## src/dualCoreDefs_defs.svh

```systemverilog
`ifndef DUAL_CORE_DEFS_SVH
`define DUAL_CORE_DEFS_SVH

// data and instruction word width
`define DATA_WIDTH 8

// ram address width, 256 bytes per ram
`define ADDR_WIDTH 8

// per-core program and data window
// core n owns n*PROG_WINDOW .. n*PROG_WINDOW+PROG_WINDOW-1
`define PROG_WINDOW 32

// arbiter requesters: core 0, core 1, host last
`define NUM_REQ 3

// busy-cycle counter width
`define CNT_WIDTH 32

`endif

```

## src/dualCorePkg.sv

```systemverilog
`include "dualCoreDefs_defs.svh"

package dualCorePkg;

	// request towards an arbiter
	// held steady by the requester until acq
	typedef struct packed {
		logic rden;
		logic wren;
		logic [`ADDR_WIDTH-1:0] address;
		logic [`DATA_WIDTH-1:0] data;
	} memReqT;

	// response from an arbiter
	// q is valid the cycle after a read acq
	typedef struct packed {
		logic acq;
		logic [`DATA_WIDTH-1:0] q;
	} memRspT;

	// core sequencing states
	typedef enum logic [2:0] {
		IDLE,
		FETCH,
		DECODE,
		MEMOP,
		HALTED
	} coreStateT;

	// opcode in the top 3 bits of an instruction
	typedef enum logic [2:0] {
		LOAD,
		STORE,
		ADD,
		SUB,
		AND,
		XOR,
		JNZ,
		HALT
	} opcodeT;

endpackage

```

## src/syncRam.sv

```systemverilog
`include "dualCoreDefs_defs.svh"

module syncRam (
	input logic CLK,
	input logic [`ADDR_WIDTH-1:0] address,
	input logic [`DATA_WIDTH-1:0] data,
	input logic wren,
	output logic [`DATA_WIDTH-1:0] q
);

	localparam int depth = 2 ** `ADDR_WIDTH;

	// byte storage
	logic [`DATA_WIDTH-1:0] mem [depth];

	// write at the end of the cycle
	always_ff @(posedge CLK) begin
		if (wren) begin
			mem[address] <= data;
		end
	end

	// registered read, one cycle after address
	// old contents come back on a write cycle
	always_ff @(posedge CLK) begin
		q <= mem[address];
	end

endmodule

```

## src/memArbiter.sv

```systemverilog
`include "dualCoreDefs_defs.svh"

module memArbiter
	import dualCorePkg::*;
#(
	parameter int NUM_REQ = `NUM_REQ
) (
	input logic CLK,
	input logic rstN,
	input logic run,
	input memReqT req [NUM_REQ],
	output memRspT rsp [NUM_REQ],
	output logic [`ADDR_WIDTH-1:0] ramAddress,
	output logic [`DATA_WIDTH-1:0] ramData,
	output logic ramWren,
	input logic [`DATA_WIDTH-1:0] ramQ
);

	localparam int idxWidth = $clog2(NUM_REQ);
	// host is always the last requester
	localparam int hostIdx = NUM_REQ - 1;

	logic [NUM_REQ-1:0] pending;
	logic [NUM_REQ-1:0] grantOh;
	logic [idxWidth-1:0] grantIdx;
	logic [idxWidth-1:0] lastGrant;
	logic [idxWidth-1:0] rdOwner;
	logic granted;
	logic rdValid;

	// eligible requesters, host masked while cores run
	always_comb begin
		for (int i = 0; i < NUM_REQ; i++) begin
			pending[i] = (req[i].rden | req[i].wren) & ~(i == hostIdx && run);
		end
	end

	// rotating priority, search starts just past last winner
	always_comb begin
		int cand;
		grantOh = '0;
		grantIdx = lastGrant;
		granted = 1'b0;
		for (int k = 1; k <= NUM_REQ; k++) begin
			cand = (int'(lastGrant) + k) % NUM_REQ;
			if (!granted && pending[cand]) begin
				granted = 1'b1;
				grantIdx = idxWidth'(cand);
			end
		end
		if (granted) begin
			grantOh[grantIdx] = 1'b1;
		end
	end

	// winner drives the ram port
	assign ramAddress = req[grantIdx].address;
	assign ramData = req[grantIdx].data;
	assign ramWren = granted & req[grantIdx].wren;

	// acq now, read data only to the owner of last cycle's read
	always_comb begin
		for (int i = 0; i < NUM_REQ; i++) begin
			rsp[i].acq = grantOh[i];
			rsp[i].q = (rdValid && rdOwner == idxWidth'(i)) ? ramQ : '0;
		end
	end

	always_ff @(posedge CLK or negedge rstN) begin
		if (!rstN) begin
			// core 0 first after reset
			lastGrant <= idxWidth'(hostIdx);
			rdValid <= 1'b0;
			rdOwner <= '0;
		end else begin
			rdValid <= granted & req[grantIdx].rden;
			if (granted) begin
				lastGrant <= grantIdx;
				rdOwner <= grantIdx;
			end
		end
	end

	// one ram access per cycle
	assert property (@(posedge CLK) disable iff (!rstN) $onehot0(grantOh));

endmodule

```

## src/core.sv

```systemverilog
`include "dualCoreDefs_defs.svh"

module core
	import dualCorePkg::*;
#(
	parameter int coreId = 0
) (
	input logic CLK,
	input logic rstN,
	input logic go,
	output memReqT iReq,
	input memRspT iRsp,
	output memReqT dReq,
	input memRspT dRsp,
	output logic busy,
	output logic halted
);

	localparam int addrWidth = `ADDR_WIDTH;
	localparam int offWidth = $clog2(`PROG_WINDOW);
	// start of this core's window in both rams
	localparam logic [addrWidth-1:0] windowBase = addrWidth'(coreId * `PROG_WINDOW);

	coreStateT state;
	// pc is an offset, wraps inside the window
	logic [offWidth-1:0] pc;
	logic [`DATA_WIDTH-1:0] acc;
	logic [`DATA_WIDTH-1:0] instr;
	// set once data acq seen, q arrives next cycle
	logic dataPhase;
	opcodeT fetchedOp;
	opcodeT curOp;
	logic [offWidth-1:0] curOperand;

	// fetched word is on iRsp.q during DECODE
	assign fetchedOp = opcodeT'(iRsp.q[`DATA_WIDTH-1 -: 3]);
	// latched word for MEMOP
	assign curOp = opcodeT'(instr[`DATA_WIDTH-1 -: 3]);
	assign curOperand = instr[offWidth-1:0];

	// instruction side, read only
	always_comb begin
		iReq.rden = state == FETCH;
		iReq.wren = 1'b0;
		iReq.address = windowBase + addrWidth'(pc);
		iReq.data = '0;
	end

	// data side, one access per memory instruction
	always_comb begin
		dReq.rden = state == MEMOP && !dataPhase && curOp != STORE;
		dReq.wren = state == MEMOP && !dataPhase && curOp == STORE;
		dReq.address = windowBase + addrWidth'(curOperand);
		dReq.data = acc;
	end

	assign busy = state inside {FETCH, DECODE, MEMOP};
	assign halted = state == HALTED;

	// sequencer
	always_ff @(posedge CLK or negedge rstN) begin
		if (!rstN) begin
			state <= IDLE;
			pc <= '0;
			dataPhase <= 1'b0;
		end else begin
			case (state)
				IDLE, HALTED: begin
					// restart from window base
					if (go) begin
						state <= FETCH;
						pc <= '0;
						dataPhase <= 1'b0;
					end
				end
				FETCH: begin
					if (iRsp.acq) begin
						state <= DECODE;
					end
				end
				DECODE: begin
					pc <= pc + 1'b1;
					case (fetchedOp)
						JNZ: begin
							// taken branch overrides the increment
							if (acc != '0) begin
								pc <= iRsp.q[offWidth-1:0];
							end
							state <= FETCH;
						end
						HALT: state <= HALTED;
						default: state <= MEMOP;
					endcase
				end
				MEMOP: begin
					if (dataPhase) begin
						dataPhase <= 1'b0;
						state <= FETCH;
					end else if (dRsp.acq) begin
						dataPhase <= 1'b1;
					end
				end
				default: state <= IDLE;
			endcase
		end
	end

	// datapath
	always_ff @(posedge CLK) begin
		if (state == DECODE) begin
			instr <= iRsp.q;
		end
		if ((state == IDLE || state == HALTED) && go) begin
			acc <= '0;
		end else if (state == MEMOP && dataPhase) begin
			// read data valid now
			case (curOp)
				LOAD: acc <= dRsp.q;
				ADD: acc <= acc + dRsp.q;
				SUB: acc <= acc - dRsp.q;
				AND: acc <= acc & dRsp.q;
				XOR: acc <= acc ^ dRsp.q;
				default: acc <= acc;
			endcase
		end
	end

	// never read and write together
	assert property (@(posedge CLK) disable iff (!rstN) !(dReq.rden && dReq.wren));

	// requests held until the arbiter answers
	assert property (@(posedge CLK) disable iff (!rstN)
		(iReq.rden && !iRsp.acq) |=> $stable(iReq));
	assert property (@(posedge CLK) disable iff (!rstN)
		((dReq.rden || dReq.wren) && !dRsp.acq) |=> $stable(dReq));

endmodule

```

## src/runControl.sv

```systemverilog
`include "dualCoreDefs_defs.svh"

module runControl (
	input logic CLK,
	input logic rstN,
	input logic start,
	input logic [1:0] busy,
	input logic [1:0] halted,
	output logic go,
	output logic run,
	output logic done,
	output logic [`CNT_WIDTH-1:0] cycleCount
);

	logic startD;
	logic startRise;

	// new start only counts when not already running
	assign startRise = start & ~startD & ~run;

	always_ff @(posedge CLK or negedge rstN) begin
		if (!rstN) begin
			startD <= 1'b0;
			go <= 1'b0;
			run <= 1'b0;
			done <= 1'b0;
			cycleCount <= '0;
		end else begin
			startD <= start;
			// one-cycle pulse to both cores
			go <= startRise;
			if (startRise) begin
				done <= 1'b0;
				cycleCount <= '0;
			end else if (|busy) begin
				cycleCount <= cycleCount + 1'b1;
			end
			// run spans go to done
			if (go) begin
				run <= 1'b1;
			end else if (run && &halted) begin
				run <= 1'b0;
				done <= 1'b1;
			end
		end
	end

	// both cores sit halted while done, so the count holds
	assert property (@(posedge CLK) disable iff (!rstN)
		(done && !startRise) |=> $stable(cycleCount));

endmodule

```

## src/dualCoreSystem.sv

```systemverilog
`include "dualCoreDefs_defs.svh"

module dualCoreSystem
	import dualCorePkg::*;
(
	input logic CLK,
	input logic rstN,
	input logic start,
	input memReqT hostIReq,
	output memRspT hostIRsp,
	input memReqT hostDReq,
	output memRspT hostDRsp,
	output logic done,
	output logic [`CNT_WIDTH-1:0] cycleCount
);

	localparam int hostIdx = `NUM_REQ - 1;

	// requester slots: core 0, core 1, host
	memReqT iReqs [`NUM_REQ];
	memRspT iRsps [`NUM_REQ];
	memReqT dReqs [`NUM_REQ];
	memRspT dRsps [`NUM_REQ];

	logic [`ADDR_WIDTH-1:0] iramAddress;
	logic [`ADDR_WIDTH-1:0] dramAddress;
	logic [`DATA_WIDTH-1:0] iramData;
	logic [`DATA_WIDTH-1:0] dramData;
	logic [`DATA_WIDTH-1:0] iramQ;
	logic [`DATA_WIDTH-1:0] dramQ;
	logic iramWren;
	logic dramWren;
	logic [1:0] coreBusy;
	logic [1:0] coreHalted;
	logic go;
	logic run;

	// host port on the last slot
	assign iReqs[hostIdx] = hostIReq;
	assign dReqs[hostIdx] = hostDReq;
	assign hostIRsp = iRsps[hostIdx];
	assign hostDRsp = dRsps[hostIdx];

	core #(.coreId(0)) core0 (
		.CLK(CLK), .rstN(rstN), .go(go),
		.iReq(iReqs[0]), .iRsp(iRsps[0]), .dReq(dReqs[0]), .dRsp(dRsps[0]),
		.busy(coreBusy[0]), .halted(coreHalted[0])
	);

	core #(.coreId(1)) core1 (
		.CLK(CLK), .rstN(rstN), .go(go),
		.iReq(iReqs[1]), .iRsp(iRsps[1]), .dReq(dReqs[1]), .dRsp(dRsps[1]),
		.busy(coreBusy[1]), .halted(coreHalted[1])
	);

	// instruction memory
	memArbiter #(.NUM_REQ(`NUM_REQ)) irammemc (
		.CLK(CLK), .rstN(rstN), .run(run), .req(iReqs), .rsp(iRsps),
		.ramAddress(iramAddress), .ramData(iramData), .ramWren(iramWren), .ramQ(iramQ)
	);

	syncRam iram (
		.CLK(CLK), .address(iramAddress), .data(iramData), .wren(iramWren), .q(iramQ)
	);

	// data memory
	memArbiter #(.NUM_REQ(`NUM_REQ)) drammemc (
		.CLK(CLK), .rstN(rstN), .run(run), .req(dReqs), .rsp(dRsps),
		.ramAddress(dramAddress), .ramData(dramData), .ramWren(dramWren), .ramQ(dramQ)
	);

	syncRam dram (
		.CLK(CLK), .address(dramAddress), .data(dramData), .wren(dramWren), .q(dramQ)
	);

	runControl runCtrl (
		.CLK(CLK), .rstN(rstN), .start(start), .busy(coreBusy), .halted(coreHalted),
		.go(go), .run(run), .done(done), .cycleCount(cycleCount)
	);

endmodule

```

## config.mk

```make
export PLATFORM = sky130hd
export DESIGN_NAME = dualCoreSystem
export DESIGN_NICKNAME = d
export VERILOG_FILES = /design/src/dualCorePkg.sv /design/src/syncRam.sv /design/src/memArbiter.sv /design/src/core.sv /design/src/runControl.sv /design/src/dualCoreSystem.sv
export VERILOG_INCLUDE_DIRS = /design/src
export SDC_FILE = /design/constraint.sdc
export NUM_CORES = 2
export LEC_CHECK = 0
export BUFFER_PORTS_ARGS = -buffer_cell sky130_fd_sc_hd__buf_4
export CAP_MARGIN = 20
export CELL_PAD_IN_SITES_DETAIL_PLACEMENT = 1
export CELL_PAD_IN_SITES_GLOBAL_PLACEMENT = 2
export CORE_MARGIN = 8
export CORE_UTILIZATION = 40
export DETAILED_ROUTE_END_ITERATION = 12
export PLACE_DENSITY_LB_ADDON = 0.1
export SLEW_MARGIN = 20
export SYNTH_ARGS = -nofsm -noshare
export SYNTH_HDL_FRONTEND = slang
export SYNTH_SLANG_ARGS = --single-unit
```

## constraint.sdc

```tcl
create_clock -name CLK -period 45.8 [get_ports CLK]
set_clock_uncertainty 0.15 [all_clocks]
set_input_delay 6.87 -clock CLK [delete_from_list [all_inputs] [get_ports CLK]]
set_output_delay 6.87 -clock CLK [all_outputs]
set_load 0.01 [all_outputs]
```

Yosys cells after proc, flatten, opt, wreduce, memory -nomap -nowiden
Memory sizes are Yosys's and may differ from the RTL's. A register that Yosys moved wholly into a read port is not among the register bits.
Index checks and enable logic that the tools add are counted.
{"block": "word_totals", "elab_cells": 255, "ram_bits": 4096, "out_inout_bits": 51, "register_bits": 96, "input_bits": 39, "memories": 2}
{"name": "dram.mem", "words": 256, "word_bits": 8, "rd": 1, "rd_ports_with_merged_regs": 1, "wr": 1, "line": "syncRam.sv:14", "text": "logic [`DATA_WIDTH-1:0] mem [depth];"}
{"name": "iram.mem", "words": 256, "word_bits": 8, "rd": 1, "rd_ports_with_merged_regs": 1, "wr": 1, "line": "syncRam.sv:14"}
{"block": "op_classes", "eq_ne": 34, "addsub": 15, "n_mux": 84, "n_bitwise": 20, "reduce_logical": 61, "div_mod_pow": 6, "magnitude_cmp": 12}
{"operator": "< comparator 32 x 4 -> 1 bit, second input constant", "count": 6}
{"operator": "modulo 32 x 3 -> 32 bit, second input constant", "count": 6}
{"operator": "case mux 8 bit (5 select lines)", "count": 2}
{"operator": "binary-select mux 18 bit (select 2 bit)", "count": 2}
{"operator": "two-way mux 18 bit", "count": 4}
{"operator": "two-way mux 32 bit", "count": 2}
{"operator": "two-way mux 8 bit", "count": 6}
{"operator": "two-way mux 1 bit", "count": 34}
{"operator": "adder 32 x 1 -> 32 bit, second input constant", "count": 1}
{"operator": "== test 3 bit, second input constant", "count": 10}
{"operator": "two-way mux 5 bit", "count": 5}
{"operator": "== test 3 x 2 -> 1 bit, second input constant", "count": 8}
{"operator": "case mux 3 bit (4 select lines)", "count": 2}
{"operator": "logical AND 1 bit", "count": 23}
{"operator": "two-way mux 3 bit", "count": 7}
{"operator": "case mux 5 bit (2 select lines)", "count": 2}
{"operator": "adder 8 bit", "count": 2}
{"operator": "bitwise AND 8 bit", "count": 2}
{"operator": "nonzero test 8 bit", "count": 2}
{"operator": "subtractor 8 bit", "count": 2}
{"operator": "XOR 8 bit", "count": 2}
{"operator": "adder 6 x 5 -> 7 bit, first input constant", "count": 2}
{"operator": "AND reduction 2 bit", "count": 7}
{"operator": "adder 2 x 2 -> 3 bit, second input constant", "count": 4}
{"operator": "29 further kinds", "count": 89}

Logic depth before layout (Yosys ltp)
{"block": "logic_depth", "depth_word": 22, "depth_mapped": 22}

Hierarchy
Synthesis repeated with hierarchy kept, for this count alone.
{"block": "unflattened", "hier_cells": 8100, "hier_area_um2": 165359.8}
{"mod": "syncRam", "seq_area_each_um2": 61659.1, "instances": 2, "area_each_um2": 78492.8, "cells_each": 3547}
{"mod": "memArbiter", "seq_area_each_um2": 101.3, "instances": 2, "area_each_um2": 1124.8, "cells_each": 166}
{"mod": "core at core1", "seq_area_each_um2": 625.6, "instances": 1, "area_each_um2": 2170.8, "cells_each": 246}
{"mod": "core at core0", "seq_area_each_um2": 625.6, "instances": 1, "area_each_um2": 2167.1, "cells_each": 245}
{"mod": "runControl", "seq_area_each_um2": 900.9, "instances": 1, "area_each_um2": 1786.7, "cells_each": 183}

Least setup slack after synthesis
OpenSTA, ideal clock, no wires.
{"block": "synth_path", "path_type": "input -> register", "from": "in hostDReq[16] in the netlist's numbering", "to": "mem dram.mem[0][5] in the netlist's numbering (data pin)", "setup_time_ps": 2187, "slack_ps": 24793, "path_buffers": 3, "path_stages": 11, "arrival_ps": 18670, "path_cell_list": "nor2_1 -> o21ai_1 -> a41oi_1 -> o211a_1 -> buf_2 -> nor2_4 -> inv_1 -> buf_1 -> buf_1 -> mux2i_1 -> o21ai_0"}
{"block": "synth_between", "elab_chain_len": 16, "elab_cells_between_ends": 24, "cone_classes": "mux (17); bitwise (3); reduce/logical (4)"}
{"element": "start: declaration", "line": "dualCoreSystem.sv:11", "text": "input memReqT hostDReq,"}
{"element": "bitwise OR 1 bit (*)", "line": "memArbiter.sv:34", "text": "pending[i] = (req[i].rden | req[i].wren) & ~(i == hostIdx && run);"}
{"element": "bitwise AND 1 bit (*)", "line": "memArbiter.sv:34"}
{"element": "binary-select mux 1 bit (select 2 bit)", "line": "memArbiter.sv:46", "text": "if (!granted && pending[cand]) begin"}
{"element": "two-way mux 1 bit (implied by the code) (2 in series)", "line": "memArbiter.sv:46"}
{"element": "two-way mux 1 bit", "line": "memArbiter.sv:46"}
{"element": "zero test 1 bit", "line": "memArbiter.sv:46"}
{"element": "logical AND 1 bit", "line": "memArbiter.sv:46"}
{"element": "two-way mux 1 bit", "line": "memArbiter.sv:46"}
{"element": "zero test 1 bit", "line": "memArbiter.sv:46"}
{"element": "logical AND 1 bit", "line": "memArbiter.sv:46"}
{"element": "two-way mux 2 bit (*)", "line": "memArbiter.sv:46"}
{"element": "NOT 2 -> 3 bit (implied by the code) (*)", "line": "memArbiter.sv:58", "text": "assign ramData = req[grantIdx].data;"}
{"element": "binary-select mux 18 bit (select 2 bit) (*)", "line": "memArbiter.sv:58"}
{"element": "two-way mux 18 bit (*) (2 in series)"}
{"element": "via dram.data[5]", "line": "syncRam.sv:6", "text": "input logic [`DATA_WIDTH-1:0] data,"}
{"element": "end: declaration", "line": "syncRam.sv:14"}
The timed path passes the listed nets; every way through them passes the cells marked *. The select of a mux whose other input is x is not followed.

==> impl_results.md <==
- Critical path required time: 38780 ps
- Crit path max fanout: 21
- Dpl ws: 29530 ps
- DP Wirelength: 393.8 mm
- # setup viols final: 0
- Hold WC Path Type: reg2reg
- Drc violations: 0
- Worst skew pair latency: 1030 ps
- Antenna violations before repair: 38
- Sequential area share after synthesis: 73.38%
- Reg2reg start: core0.state[2]
- Wire per inst: 33.45 um
- Global Route Usage Sum: 27.55%
- Post-synth EDFFs: 4112
- Synth warnings: 0
- Max frequency: 61.32 MHz
- Outcome: finished clean
- Remaining antenna violation count after routing: 0
- R2R setup slack: 36770 ps
- R2R Path End: dram.q[2]
- Reg2Reg Depth: 20
- DR iter-0 viols: 10.51k
- FF+latch area: 125700 um^2
- Die Span X: 670.3 um
- Max-slew headroom: 19.82%
- WL final: 640.0 mm
- Post_cts resized: 0
- Drt first pass iters: 5
- TritonCTS clock tree: done
- Starting Density: 40.14%
- Vias in the first global route: 113.8k
- Number of register bits inferred by synthesis: 4206
- CTS sink cnt: 4206
- Final hold slack: 399.5 ps
- Layout Utilization: 45.28%
- Area Growth Syn to Fin: 12.80%
- Hold buffers post-CTS: 0
- Post-Syn Nets: 13.04k
- Synthesized area per cell: 13.21 um^2
- Die H: 670.3 um
- Synth cell types: 111
- Global-route wire length before repair: 894.2 mm
- Slew @ Worst Pin: 1199 ps
- Core area: 426700 um^2
- Vias per cell: 5.879
- Layout cells sized above 1: 9.350%
- Final worst-path setup slack: 29490 ps
- Worst-path clk slew: 60 ps
- Layout fillers: 42.95k
- Setup_tns: 0 ps
- Routability congestion estimate: 0.8476
- Number of buffers added for setup after CTS: 0
- Post-Syn Area: 171300 um^2
- Slew Viols, Final: 0
- Area occupied by multi-input gates: 42000 um^2
- Asr flop ratio synth: 1.474%
- Grt ovf: 0
- Setup crit end: hostDRsp[8]
- Worst Setup SP: hostDReq[16]
- RSZ-0062 raised after global routing: false
- Tmin final: 16310 ps
- Root buf cell: clkbuf_16
- Top_reg_cell synth: edfxtp_1
- Final period util: 35.60%
- Largest net degree at the start of global routing: 179
- Via count: 112.5k
- TritonCTS buffer count: 460
- Syn Inst Count: 12.96k
- Setup crit end kind: primary output
- Placement row count: 240
- H-tree Lvls: 5
- Port buffer count: 89
- Final nets: 13.10k
- Number of I/O pins: 90
- Critical Path AT: 9290 ps
- DIE AREA: 449400 um^2
- WS Path Type: in2out
- Maximum clock path buffer count: 4
- Final hold violations: 0
- CP startpoint kind: input pin
- # Max-Cap Violations: 0
## worst max-delay path, cell delays in order
cell,delay (ps)
buf_4,130
nor2_1,170
o21ai_1,140
o221a_2,320
o211ai_4,440
inv_2,390
a21oi_1,250
buf_4,200
and2_1,200
buf_4,150
## cell families after synthesis
family / synth area share (%)
simple gates: 13.97
flops: 73.38
compound gates: 6.240
buf+inv: 2.538
mux: 3.289
xor+xnor: 0.2813
fa+ha+maj: 0.2995
## Yosys cell counts, types with 37 or more instances
library cell	count	share of area, %
a22oi_1	119	0.52
a32oi_1	60	0.31
buf_2	483	1.4
nor3_1	47	0.14
and2_1	57	0.21
nand3_1	1170	3.4
mux2i_1	541	3.2
nand4_1	97	0.35
nor4_1	51	0.19
o21ai_0	86	0.25
nand2_1	3147	6.9
a31oi_1	294	1.1
ha_1	37	0.27
and3_1	188	0.69
dfrtp_1	60	0.88
edfxtp_1	4112	72
a21oi_1	512	1.5
o22ai_1	144	0.53
a211oi_1	53	0.23
a311oi_1	38	0.19
inv_1	53	0.12
buf_4	76	0.33
nor2_1	729	1.6
buf_1	57	0.12
clkbuf_1	208	0.46
## placed cells by master, fill, tap and decap left out, types with 79 or more instances in the layout
cell,count
and3_1,187
edfxtp_1,4112
clkbuf_1,102
nand4_1,97
a31oi_1,291
nor2_1,692
nand3_1,1166
nand2_1,3121
o22ai_1,137
clkinv_1,137
mux2i_1,541
a21oi_1,508
clkbuf_16,467
o21ai_0,79
a22oi_1,117
buf_4,414
## sequential cells by signal, indices dropped and copies added (netlist names), 2 cells and up
signal,flops
runCtrl.cycleCount,32
drammemc.rdOwner,2
iram.q,8
core0.acc,8
dram.mem,2048
dram.q,8
core1.state,3
core0.pc,5
core0.state,3
iram.mem,2048
core1.acc,8
core0.instr,8
irammemc.rdOwner,2
core1.pc,5
core1.instr,8
## cell type report
cell class | count | share of cell area, %
clock inverter | 277 | 1.225
sequential | 4206 | 65.05
multi-input combinational | 7865 | 21.74
tap | 5687 | 3.683
timing repair buffer | 437 | 1.822
antenna | 22 | 0.02850
inverter | 55 | 0.1069
clock buffer | 583 | 6.347
## metal layers
metal,up-vias,global-route usage [%],part of all wire (%)
li1,48280,-,-
met1,59420,34.82,40
met2,3652,47.41,49
met3,1127,3.045,5.2
met4,8,13.18,5.5
met5,-,0,0.0073
## worst min path at each step
stage | start | endpoint | slack, ps | depth (start not counted)
finish | core0.acc[7] | core0.acc[7] | 400 | 2
global route | drammemc.rdOwner[1] | drammemc.rdOwner[1] | 430 | 1
CTS | drammemc.rdOwner[1] | drammemc.rdOwner[1] | 400 | 1
floorplan | core0.acc[3] | core0.acc[3] | 330 | 2
detailed placement | drammemc.rdOwner[1] | drammemc.rdOwner[1] | 390 | 1
global placement | core0.acc[3] | core0.acc[3] | 370 | 2
## metrics by stage
stage	instances	cell area (um^2)
floorplan	12960	171300
detailed placement	18250	178500
global placement	18240	178300
global route	19120	193200
finish	19130	193200
CTS	19110	193100
Power is left out: the tool's default activity adds up to more than one toggle a clock period on the data nets, which glitch-free logic cannot reach.
